### config.mk
export PLATFORM = sky130hd
export DESIGN_NAME = stream_scanner
export DESIGN_NICKNAME = d
export VERILOG_FILES = /design/src/hdl/scan_pkg.sv /design/src/hdl/ctx_mem_if.sv /design/src/hdl/pattern_dfa.sv /design/src/hdl/stream_matcher.sv /design/src/hdl/ctx_arbiter.sv /design/src/hdl/stream_scanner.sv
export VERILOG_INCLUDE_DIRS = /design/src /design/src/hdl
export SDC_FILE = /design/constraint.sdc
export NUM_CORES = 2
export LEC_CHECK = 0
export ABC_AREA = 1
export BUFFER_PORTS_ARGS = -buffer_cell sky130_fd_sc_hd__buf_2
export CORE_UTILIZATION = 29
export CTS_CLUSTER_DIAMETER = 50
export DETAILED_ROUTE_END_ITERATION = 10
export GPL_ROUTABILITY_DRIVEN = 0
export SETUP_SLACK_MARGIN = 0.02
export SLEW_MARGIN = 20
export SYNTH_ARGS = -nofsm -noshare
export SYNTH_HDL_FRONTEND = slang
export SYNTH_SLANG_ARGS = --single-unit
### constraint.sdc
create_clock -name clk -period 19.65 [get_ports clk]
set_input_delay 2.9475 -clock clk [delete_from_list [all_inputs] [get_ports clk]]
set_output_delay 2.9475 -clock clk [all_outputs]
set_load 0.01 [all_outputs]
### src/hdl/scan_cfg.svh
`ifndef SCAN_CFG_SVH
`define SCAN_CFG_SVH

// Number of interleaved streams tracked
`define SCAN_STREAMS 64

// Stream id width, log2 of the stream count
`define SCAN_SID_W 6

// One character per strobe
`define SCAN_CHAR_W 8

// Characters of history kept per stream
// One less than the pattern length
`define SCAN_HIST_CHARS 3

// Pattern 0 is "GET " with the first character in the top byte
`define SCAN_PATTERN_0 32'h4745_5420

// Pattern 1 is "EVIL"
`define SCAN_PATTERN_1 32'h4556_494C

// Per-matcher packet count width
`define SCAN_COUNT_W 16

`endif

### src/hdl/scan_pkg.sv
`include "scan_cfg.svh"

package scan_pkg;

   // One character of the input stream
   typedef logic [`SCAN_CHAR_W-1:0] char_t;

   // Stream id as given by the host
   typedef logic [`SCAN_SID_W-1:0] sid_t;

   // Last characters seen on a stream, newest in the low byte
   // All zero means empty history
   typedef logic [`SCAN_HIST_CHARS*`SCAN_CHAR_W-1:0] hist_t;

   // Count of packets that fired
   typedef logic [`SCAN_COUNT_W-1:0] count_t;

   // Context address, stream id on top and matcher index below
   typedef logic [`SCAN_SID_W:0] ctx_addr_t;

   // Full pattern width, history plus the newest character
   localparam int PATTERN_W = (`SCAN_HIST_CHARS + 1) * `SCAN_CHAR_W;

   // Each matcher owns one half of the context memory
   localparam int CTX_DEPTH = 2 * `SCAN_STREAMS;

   // Context slot for one stream of one matcher
   function automatic ctx_addr_t make_ctx_addr(sid_t sid, bit idx);
      return {sid, idx};
   endfunction

endpackage

### src/hdl/ctx_mem_if.sv
`timescale 1ns/1ps

interface ctx_mem_if;

   // Request side, held steady by the matcher until gnt
   logic req;
   logic we;
   scan_pkg::ctx_addr_t addr;
   scan_pkg::hist_t wdata;

   // Grant is a single cycle, read data follows one cycle later
   logic gnt;
   scan_pkg::hist_t rdata;

   modport matcher (
      output req,
      output we,
      output addr,
      output wdata,
      input  gnt,
      input  rdata
   );

   modport arbiter (
      input  req,
      input  we,
      input  addr,
      input  wdata,
      output gnt,
      output rdata
   );

endinterface

### src/hdl/pattern_dfa.sv
`timescale 1ns/1ps

module pattern_dfa (
   input  logic                               clk,
   input  logic                               rst_n,
   input  logic [scan_pkg::PATTERN_W-1:0]     pattern,
   input  scan_pkg::hist_t                    hist_in,
   input  logic                               hist_load,
   input  scan_pkg::char_t                    char_in,
   input  logic                               char_in_vld,
   output scan_pkg::hist_t                    hist_out,
   output logic                               accept
);

   localparam int CHAR_W = $bits(scan_pkg::char_t);
   localparam int HIST_W = $bits(scan_pkg::hist_t);

   // Last characters of the current stream, newest in the low byte
   scan_pkg::hist_t hist;

   // History plus the incoming character, compared against the pattern
   logic [scan_pkg::PATTERN_W-1:0] window;

   assign window = {hist, char_in};

   // Match is flagged in the same cycle as the completing character
   // Caller registers it
   assign accept = char_in_vld && !hist_load && (window == pattern);

   always_ff @(posedge clk)
   begin
      if (!rst_n)
      begin
         hist <= '0;
      end
      else if (hist_load)
      begin
         // Restore or clear wins over any character
         hist <= hist_in;
      end
      else if (char_in_vld)
      begin
         // Drop the oldest character, shift the new one in
         hist <= {hist[HIST_W-CHAR_W-1:0], char_in};
      end
   end

   // Saved as the stream context at end of packet
   assign hist_out = hist;

endmodule

### src/hdl/stream_matcher.sv
`timescale 1ns/1ps

module stream_matcher #(
   parameter logic [scan_pkg::PATTERN_W-1:0] PATTERN = '0,
   parameter bit                             INDEX   = 1'b0
) (
   input  logic              clk,
   input  logic              rst_n,
   input  logic              load_state,
   input  logic              new_stream_id,
   input  scan_pkg::sid_t    stream_id,
   input  scan_pkg::char_t   char_in,
   input  logic              char_in_vld,
   input  logic              eop,
   input  logic              enable,
   ctx_mem_if.matcher        mem,
   output scan_pkg::count_t  count,
   output logic              fired,
   output logic              busy
);

   typedef enum logic [2:0] {
      S_IDLE,
      S_HOLD,
      S_RD_REQ,
      S_RD_DATA,
      S_WR_REQ
   } state_t;

   state_t state;

   // Context slot of the stream opened by the last load_state
   scan_pkg::ctx_addr_t addr_q;

   // Recognizer side
   scan_pkg::hist_t hist_in;
   scan_pkg::hist_t hist_out;
   logic            hist_load;
   logic            dfa_vld;
   logic            accept;

   logic idle;

   assign idle = (state == S_IDLE);
   assign busy = !idle;

   // Characters during a restore or save are a host error, drop them
   assign dfa_vld = char_in_vld && idle;

   // New stream clears history at once, a restore loads the read data
   assign hist_load = (state == S_RD_DATA) || (idle && load_state && new_stream_id);
   assign hist_in   = (state == S_RD_DATA) ? mem.rdata : '0;

   // Memory request follows the state, dropped the cycle after gnt
   assign mem.req   = (state == S_RD_REQ) || (state == S_WR_REQ);
   assign mem.we    = (state == S_WR_REQ);
   assign mem.addr  = addr_q;
   assign mem.wdata = hist_out;

   pattern_dfa pattern_dfa_i (
      .clk         (clk),
      .rst_n       (rst_n),
      .pattern     (PATTERN),
      .hist_in     (hist_in),
      .hist_load   (hist_load),
      .char_in     (char_in),
      .char_in_vld (dfa_vld),
      .hist_out    (hist_out),
      .accept      (accept)
   );

   // Stream slot is latched at load and reused for the save at eop
   always_ff @(posedge clk)
   begin
      if (idle && load_state)
      begin
         addr_q <= scan_pkg::make_ctx_addr(stream_id, INDEX);
      end
   end

   // Restore and save sequencing
   always_ff @(posedge clk)
   begin
      if (!rst_n)
      begin
         state <= S_IDLE;
      end
      else
      begin
         case (state)
            S_IDLE:
            begin
               if (load_state)
               begin
                  // New stream needs no fetch, just one busy cycle
                  state <= new_stream_id ? S_HOLD : S_RD_REQ;
               end
               else if (eop)
               begin
                  // Disabled matcher saves nothing
                  state <= enable ? S_WR_REQ : S_HOLD;
               end
            end
            S_HOLD:
            begin
               state <= S_IDLE;
            end
            S_RD_REQ:
            begin
               if (mem.gnt)
                  state <= S_RD_DATA;
            end
            S_RD_DATA:
            begin
               // History is loaded this cycle
               state <= S_IDLE;
            end
            S_WR_REQ:
            begin
               // Write happens in the gnt cycle
               if (mem.gnt)
                  state <= S_IDLE;
            end
            default:
            begin
               state <= S_IDLE;
            end
         endcase
      end
   end

   // Fired flag and packet count
   always_ff @(posedge clk)
   begin
      if (!rst_n)
      begin
         count <= '0;
         fired <= 1'b0;
      end
      else
      begin
         // Start of packet clears the flag
         if (idle && load_state)
            fired <= 1'b0;

         // Any match in this packet sets it
         if (accept)
            fired <= 1'b1;

         if (idle && eop)
         begin
            if (enable)
               count <= count + scan_pkg::count_t'(fired);
            else
               fired <= 1'b0;
         end
      end
   end

endmodule

### src/hdl/ctx_arbiter.sv
`timescale 1ns/1ps

module ctx_arbiter (
   input  logic        clk,
   input  logic        rst_n,
   ctx_mem_if.arbiter  m0,
   ctx_mem_if.arbiter  m1
);

   // Saved history per stream and matcher, contents not reset
   scan_pkg::hist_t ctx_mem [scan_pkg::CTX_DEPTH];

   // Round-robin pointer, low favors matcher 0
   logic prio;

   // Selected request
   logic                pick1;
   logic                any_req;
   logic                sel_we;
   scan_pkg::ctx_addr_t sel_addr;
   scan_pkg::hist_t     sel_wdata;

   // Registered read data, shared by both matchers
   scan_pkg::hist_t rdata_q;

   assign any_req = m0.req || m1.req;

   // Matcher 1 wins when alone or when it holds priority
   assign pick1 = m1.req && (!m0.req || prio);

   // One grant per cycle at most
   assign m0.gnt = m0.req && !pick1;
   assign m1.gnt = pick1;

   assign sel_we    = pick1 ? m1.we    : m0.we;
   assign sel_addr  = pick1 ? m1.addr  : m0.addr;
   assign sel_wdata = pick1 ? m1.wdata : m0.wdata;

   // Only the granted matcher looks at rdata, one cycle after gnt
   assign m0.rdata = rdata_q;
   assign m1.rdata = rdata_q;

   // Pointer moves only when both ask
   always_ff @(posedge clk)
   begin
      if (!rst_n)
      begin
         prio <= 1'b0;
      end
      else if (m0.req && m1.req)
      begin
         prio <= !prio;
      end
   end

   // Single-port access in the gnt cycle
   always_ff @(posedge clk)
   begin
      if (any_req)
      begin
         if (sel_we)
            ctx_mem[sel_addr] <= sel_wdata;
         rdata_q <= ctx_mem[sel_addr];
      end
   end

endmodule

### src/hdl/stream_scanner.sv
`timescale 1ns/1ps

`include "scan_cfg.svh"

module stream_scanner (
   input  logic              clk,
   input  logic              rst_n,
   input  scan_pkg::char_t   char_in,
   input  logic              char_in_vld,
   input  scan_pkg::sid_t    stream_id,
   input  logic              new_stream_id,
   input  logic              load_state,
   input  logic              eop,
   input  logic [1:0]        enable,
   output scan_pkg::count_t  count_0,
   output scan_pkg::count_t  count_1,
   output logic [1:0]        fired,
   output logic              ready
);

   // Per-matcher restore or save in progress
   logic busy_0;
   logic busy_1;

   // One context memory port per matcher
   ctx_mem_if mem_0 ();
   ctx_mem_if mem_1 ();

   // Matcher 0 looks for "GET "
   stream_matcher #(
      .PATTERN (`SCAN_PATTERN_0),
      .INDEX   (1'b0)
   ) stream_matcher_0_i (
      .clk           (clk),
      .rst_n         (rst_n),
      .load_state    (load_state),
      .new_stream_id (new_stream_id),
      .stream_id     (stream_id),
      .char_in       (char_in),
      .char_in_vld   (char_in_vld),
      .eop           (eop),
      .enable        (enable[0]),
      .mem           (mem_0.matcher),
      .count         (count_0),
      .fired         (fired[0]),
      .busy          (busy_0)
   );

   // Matcher 1 looks for "EVIL"
   stream_matcher #(
      .PATTERN (`SCAN_PATTERN_1),
      .INDEX   (1'b1)
   ) stream_matcher_1_i (
      .clk           (clk),
      .rst_n         (rst_n),
      .load_state    (load_state),
      .new_stream_id (new_stream_id),
      .stream_id     (stream_id),
      .char_in       (char_in),
      .char_in_vld   (char_in_vld),
      .eop           (eop),
      .enable        (enable[1]),
      .mem           (mem_1.matcher),
      .count         (count_1),
      .fired         (fired[1]),
      .busy          (busy_1)
   );

   // Shared context memory, round-robin between the matchers
   ctx_arbiter ctx_arbiter_i (
      .clk   (clk),
      .rst_n (rst_n),
      .m0    (mem_0.arbiter),
      .m1    (mem_1.arbiter)
   );

   // Host may continue once both matchers are idle
   assign ready = !(busy_0 || busy_1);

endmodule

* After elaboration in Yosys (flattened, before gate mapping)
Memory sizes are Yosys's and may differ from the RTL's. A register that Yosys moved wholly into a read port is not among the register bits.
Index checks and enable logic that the tools add are counted.
** Storage, ports and cells
- Register bits :: 101
- Bits in writable memories :: 3072
- Bits of input ports :: 22
- Output and inout bits :: 35
- Logic and storage cells :: 99
- Memories :: 1
** Memories
- ctx_arbiter_i.ctx_mem :: words 128, bits a word 24, rd ports 1, clocked after memory_dff 1, write ports 1, line ctx_arbiter.sv:11 : scan_pkg::hist_t ctx_mem [scan_pkg::CTX_DEPTH];
** Cells by class
- $add $sub $neg :: 2
- Eq/ne operators :: 14
- Muxes and demuxes :: 33
- Reductions and logical operators :: 38
** Operators with widths (count)
- 24-bit two-way mux :: 7
- 32-bit by 31-bit == test with 1-bit output (second input constant) :: 2
- 16-bit by 1-bit adder with 16-bit output :: 2
- 3-bit two-way mux :: 10
- 3-bit case mux with 3 select lines :: 2
- 1-bit logical AND :: 15
- 3-bit by 2-bit == test with 1-bit output (second input constant) :: 4
- 1-bit two-way mux :: 12
- 1-bit zero test :: 8
- 1-bit logical OR :: 7
- 7-bit two-way mux :: 1
- 3-bit == test (second input constant) :: 2
- 3-bit zero test :: 2
- 3-bit != test (second input constant) :: 2
- 3-bit AND reduction :: 2
- 2-bit by 1-bit != test with 1-bit output (second input constant) :: 2
- 2-bit != test (second input constant) :: 2
- 2-bit AND reduction :: 2
- 2-bit nonzero test :: 2
- 2-bit two-way mux :: 1

* Depth between registers and ports, before layout
- Depth in word-level cells :: 10
- Mapped depth :: 21
- Depth with buffers taken out :: 18

* Cells and area by module
From an unflattened synthesis, not the netlist that was laid out.
** Unflattened totals
- Cells, all modules :: 14029
- Area, all modules :: 137818.4 um2
** Modules (own cells, without submodules)
- ctx_arbiter :: times used 1, cells each 13000, area an instance 131504.9 um2, seq. area each 92989.2 um2
- pattern_dfa :: times used 2, cells each 294, area an instance 1711.6 um2, seq. area each 480.5 um2
- stream_matcher at stream_matcher_0_i :: times used 1, cells each 221, area an instance 1446.4 um2, seq. area each 580.6 um2
- stream_matcher at stream_matcher_1_i :: times used 1, cells each 219, area an instance 1440.1 um2, seq. area each 580.6 um2
- stream_scanner :: times used 1, cells each 1, area an instance 3.8 um2, seq. area each 0.0 um2

* Least setup slack after synthesis
Ideal clock, no wire load.
- Path kind :: register to register
- Start point :: register stream_matcher_1_i.state[1]
- End point :: memory ctx_arbiter_i.ctx_mem[0][0] (netlist name), data pin
- Library setup time :: 1.198 ns
- Data arrival time :: 6.443 ns
- Required time :: 18.452 ns
- Slack :: 12.009 ns
- Stages on the path, launching flop included :: 11
- Buffers on the path :: 4
- Clock period less this slack :: 7.641 ns
- Cell sequence :: dfxtp_1 > inv_1 > nor2_1 > nand2_1 > nand2_2 > nand2_2 > buf_2 > buf_2 > buf_2 > clkbuf_1 > o21ai_0
** On the way
- Cells in the longest elaborated chain, start to end :: 4
- Elaborated cells on any way between the ends :: 5
- Classes of those cells :: eq/ne: 2; mux: 1; reduce/logical: 2
** RTL lines
- start: declaration :: line stream_matcher.sv:30 : state_t state;
- start signal: assignment :: line stream_matcher.sv:96 : state <= new_stream_id ? S_HOLD : S_RD_REQ;
- start signal: assignment :: line stream_matcher.sv:101 : state <= enable ? S_WR_REQ : S_HOLD;
- 3-bit by 2-bit == test with 1-bit output / 3-bit == test (equally long branches) :: line stream_matcher.sv:55 : assign mem.req = (state == S_RD_REQ) || (state == S_WR_REQ);
- 1-bit logical OR * :: line stream_matcher.sv:55
- 1-bit logical AND * :: line ctx_arbiter.sv:29 : assign pick1 = m1.req && (!m0.req || prio);
- 24-bit two-way mux * :: line ctx_arbiter.sv:37 : assign sel_wdata = pick1 ? m1.wdata : m0.wdata;
- net ctx_arbiter_i.sel_wdata[0] :: line ctx_arbiter.sv:21 : scan_pkg::hist_t sel_wdata;
- end: declaration :: line ctx_arbiter.sv:11
Mark *: on every way through the listed nets, which the timed path passes. The rest lies on a longest branch.

* Worst setup path after layout
- Start point :: register stream_matcher_1_i.state[2]
- End point :: register ctx_arbiter_i.rdata_q[12] (netlist: ctx_arbiter_i.m0.rdata[12]), read port of ctx_arbiter_i.ctx_mem, data pin
** On the way
- Cells in the longest elaborated chain, start to end :: 4
- Elaborated cells on any way between the ends :: 6
- Classes of those cells :: eq/ne: 2; mux: 1; reduce/logical: 3
** RTL lines
- 3-bit by 2-bit == test with 1-bit output / 3-bit == test (equally long branches) :: line stream_matcher.sv:55
- 1-bit logical OR * :: line stream_matcher.sv:55
- 1-bit logical AND :: line ctx_arbiter.sv:29
- 7-bit two-way mux :: line ctx_arbiter.sv:36 : assign sel_addr = pick1 ? m1.addr : m0.addr;
- end: declaration :: line ctx_arbiter.sv:24 : scan_pkg::hist_t rdata_q;
Every way passes the cells marked *; elsewhere a longest branch is shown, timed or not.
A chain may end at the register's enable or synchronous reset.

==> metrics.yaml <==
cts_root_buf: "clkbuf_16"
synthMuxAreaShare_pct: 0
cp.arrival_ns: 8.22
die_x_um: 690
placed_cells: 19376
post_synth_and_or_nand_nor_area_fraction_pct: 26.9
synthAdderAreaFrac_pct: 0.0365
crit_required_ns: 20.43
ys_ff_latch: 3197
dpl_cell_area_um2: 145000
post_drt_wl_per_cell_um: 20.7
multi_input_area_um2: 38900
crit_chain: "inv_1 > nand2_1 > nand2_8 > nand2_8 > buf_4 > inv_8 > nand2_1 > o21ai_4 > buf_12 > inv_8 > buf_4 > buf_4 > nand2_1 > nand2_1 > nand2_1 > nand2_1 > nor2_1 > nor2_1 > nor2_1 > nand2_1"
cpMostUsedCell: "nand2_1"
start_util_pct: 29.1
post-route-period-util_pct: 37.8
cts.sinks: 3197
vias_per_cell: 4.83
synthXorXnorAreaFrac_pct: 0.0128
grt_max_degree: 182
design_area_um2: 157000
cts_tree: "yes"
status: "finished, final reports clean"
nets: 13553
dr_wl_met2_um: 187000
max-cap-violations: 0
wl_met1_um: 175000
core-area_um2: 471000
drc: 0
fin_skew_ns: 0.0554
portBuffers: 56
path_clk_slew_ns: 0.06
rsz0062_at_grt: "false"
vias: 96906
h-tree-depth: 5
ys_seq_area_share_pct: 69.4
grt_usage_pct: 16.9
crit_fanout: 148
setup_viol: 0
final_cells: 20069
cp_slowest_stage_delay_ns: 0.93
grt_remaining_overflow: 0
fin_crit_ns: 7.43
cp-start-kind: "register"
p_total_mw: 18.4
avgSynthCellArea_um2: 10.0
synth-compound-area-share_pct: 0.761
power.leakage_nw: 63.4
hp-start: "stream_matcher_1_i.count[15]$_SDFFE_PN0P_"
ys_warn_count: 0
yosysUniqueCellTypes: 38
wl_um: 416000
drive_gt1_share_pct: 7.46
ant_nets: 0
first_global_vias: 90873
die-area_um2: 476000
antenna_found_initial: 18
crit_type: "reg2reg"
relSlewSlack_pct: 22.0
grt_pass1_wl_um: 610000
dpl.hpwl_um: 225000
cp-end-kind: "register"
dr.pass1.iters: 8
synth.net_count: 13718
synthToLayoutAreaGrowth_pct: 14.4
synth_cells: 13692
drv_slew: 0
max_clock_freq_mhz: 135
cts_setup_buffers: 0
ios: 57
fin_tns_setup_ns: 0
fillers: 47201
drt_iter0_drc: 10875
chipHeight_um: 690
cp-startpoint: "stream_matcher_1_i.state[2]$_SDFFE_PN0P_"
irDropWorstVdd_v: 0.0000774
hold_class: "reg2reg"
cts_resized: 0
worstMarginPinSlew_ns: 1.17
seq_area_um2: 95100
slowest_stage: "buf_4"
wl_met3_um: 35300
top_layer: "met5"
syn_area_um2: 137000
cts_buffers: 372
cts_hold_buf: 0
r2r-start: "stream_matcher_1_i.state[2]$_SDFFE_PN0P_"
num_rows: 252
clockBufferDepth: 4
synth_top_family_by_area: "simple AND/OR/NAND/NOR gates"
finalHoldViolCount: 0
insertion_delay_ns: 0.96
p_per_area_nw_per_um2: 117
==> kinds of logic (layout without fill, tap and decap cells) <==
group,Yosys count,in the layout
compound gates,186,186
xor+xnor,2,2
fa+ha+maj,4,4
buf+inv,966,1115
flops,3197,3197
other cells,0,5
simple gates,9337,9337
==> report_power, final <==
group	total, mW	internal, mW	switching, mW	leakage [nW]
Clock	6.94	4.06	2.88	5.91
Combinational	3.70	0.790	2.91	28.0
Sequential	7.75	7.72	0.0307	29.5
==> path summary, 6_finish.rpt <==
check,cells past startpoint,slack [ns],end
worst max register to register,20,12.22,ctx_arbiter_i.m0.rdata[12]$_DFFE_PP_
worst min-delay path,2,0.47,stream_matcher_1_i.count[15]$_SDFFE_PN0P_
worst max-delay path,20,12.22,ctx_arbiter_i.m0.rdata[12]$_DFFE_PP_
worst min register to register,2,0.47,stream_matcher_1_i.count[15]$_SDFFE_PN0P_
==> through the flow <==
stage | setup WS [ns] | utilization (%) | hold slack (ns)
2_1_floorplan | 12.01 | - | 0.474
3_3_place_gp | 12.28 | 30.7 | 0.452
3_5_place_dp | 12.29 | 30.7 | 0.458
4_1_cts | 12.23 | 33.3 | 0.466
5_1_grt | 12.04 | 33.3 | 0.506
6_report | 12.22 | 33.3 | 0.467
==> state kept, by name, summed over array words and instances (netlist names) <==
signal	flops
ctx_arbiter_i.ctx_mem	3072
ctx_arbiter_i.m0.rdata	24
stream_matcher_0_i.pattern_dfa_i.hist_out	24
stream_matcher_1_i.pattern_dfa_i.hist_out	24
stream_matcher_0_i.count	16
stream_matcher_1_i.count	16
stream_matcher_0_i.mem.addr	6
stream_matcher_1_i.mem.addr	6
stream_matcher_0_i.state	3
stream_matcher_1_i.state	3
ctx_arbiter_i.prio	1
stream_matcher_0_i.fired	1
stream_matcher_1_i.fired	1
==> synth_stat cells (all sizes together) <==
library cell  number  area share, %
a21oi             73           0.27
a32oi              2          0.013
nand4             24           0.18
nor4               7          0.032
a211oi             4          0.022
o31ai              1         0.0055
nand2           7552             21
inv              140           0.38
nor3b              2          0.011
dfxtp             89            1.3
o21ai             53           0.20
o21a               1         0.0055
edfxtp          3108             68
ha                 4          0.036
clkbuf           410            1.1
buf              415            1.5
nand3b             1         0.0055
a31oi              5          0.023
nand3           1243            4.5
clkinv             1         0.0027
or2                2         0.0091
nor2             491            1.4
o211a              1         0.0073
xor2               2          0.013
o22ai             45           0.21
nor3              15          0.055
o32ai              1         0.0064
==> layout by cell type, fill, tap and decap left out, drive strengths merged, types with 7 or more instances in the layout <==
master / synthesis / layout
nand3: 1243 / 1243
clkinvlp: 0 / 34
nand4: 24 / 24
nor2: 491 / 491
nand2: 7552 / 7552
inv: 140 / 175
buf: 415 / 286
edfxtp: 3108 / 3108
dfxtp: 89 / 89
clkbuf: 410 / 430
bufinv: 0 / 39
clkinv: 1 / 151
nor3: 15 / 15
o21ai: 53 / 53
nor4: 7 / 7
a21oi: 73 / 73
o22ai: 45 / 45
==> critical path, delay by kind of cell, from the launching register on <==
family | cells | cell delay (ns)
AND/OR/NAND/NOR | 12 | 2.78
AO/OA/AOI/OAI | 1 | 0.08
flip-flops | 1 | 0.34
buffers and inverters | 7 | 3.87
==> routing by layer <==
metal / vias to the layer above / GRT usage (%)
li1: 45024 / -
met1: 47074 / 23.2
met2: 4096 / 26.4
met3: 710 / 2.80
met4: 2 / 7.47
met5: - / 0
==> layout make-up <==
type | count | area share (%)
Tap cell | 6223 | 4.96
Inverter | 141 | 0.347
Timing Repair Buffer | 286 | 1.48
Multi-Input combinational cell | 9529 | 24.8
Clock inverter | 258 | 1.69
Clock buffer | 430 | 6.14
Antenna cell | 5 | 0.00797
Sequential cell | 3197 | 60.6
Note: power is estimated with default switching activity, not from simulation.
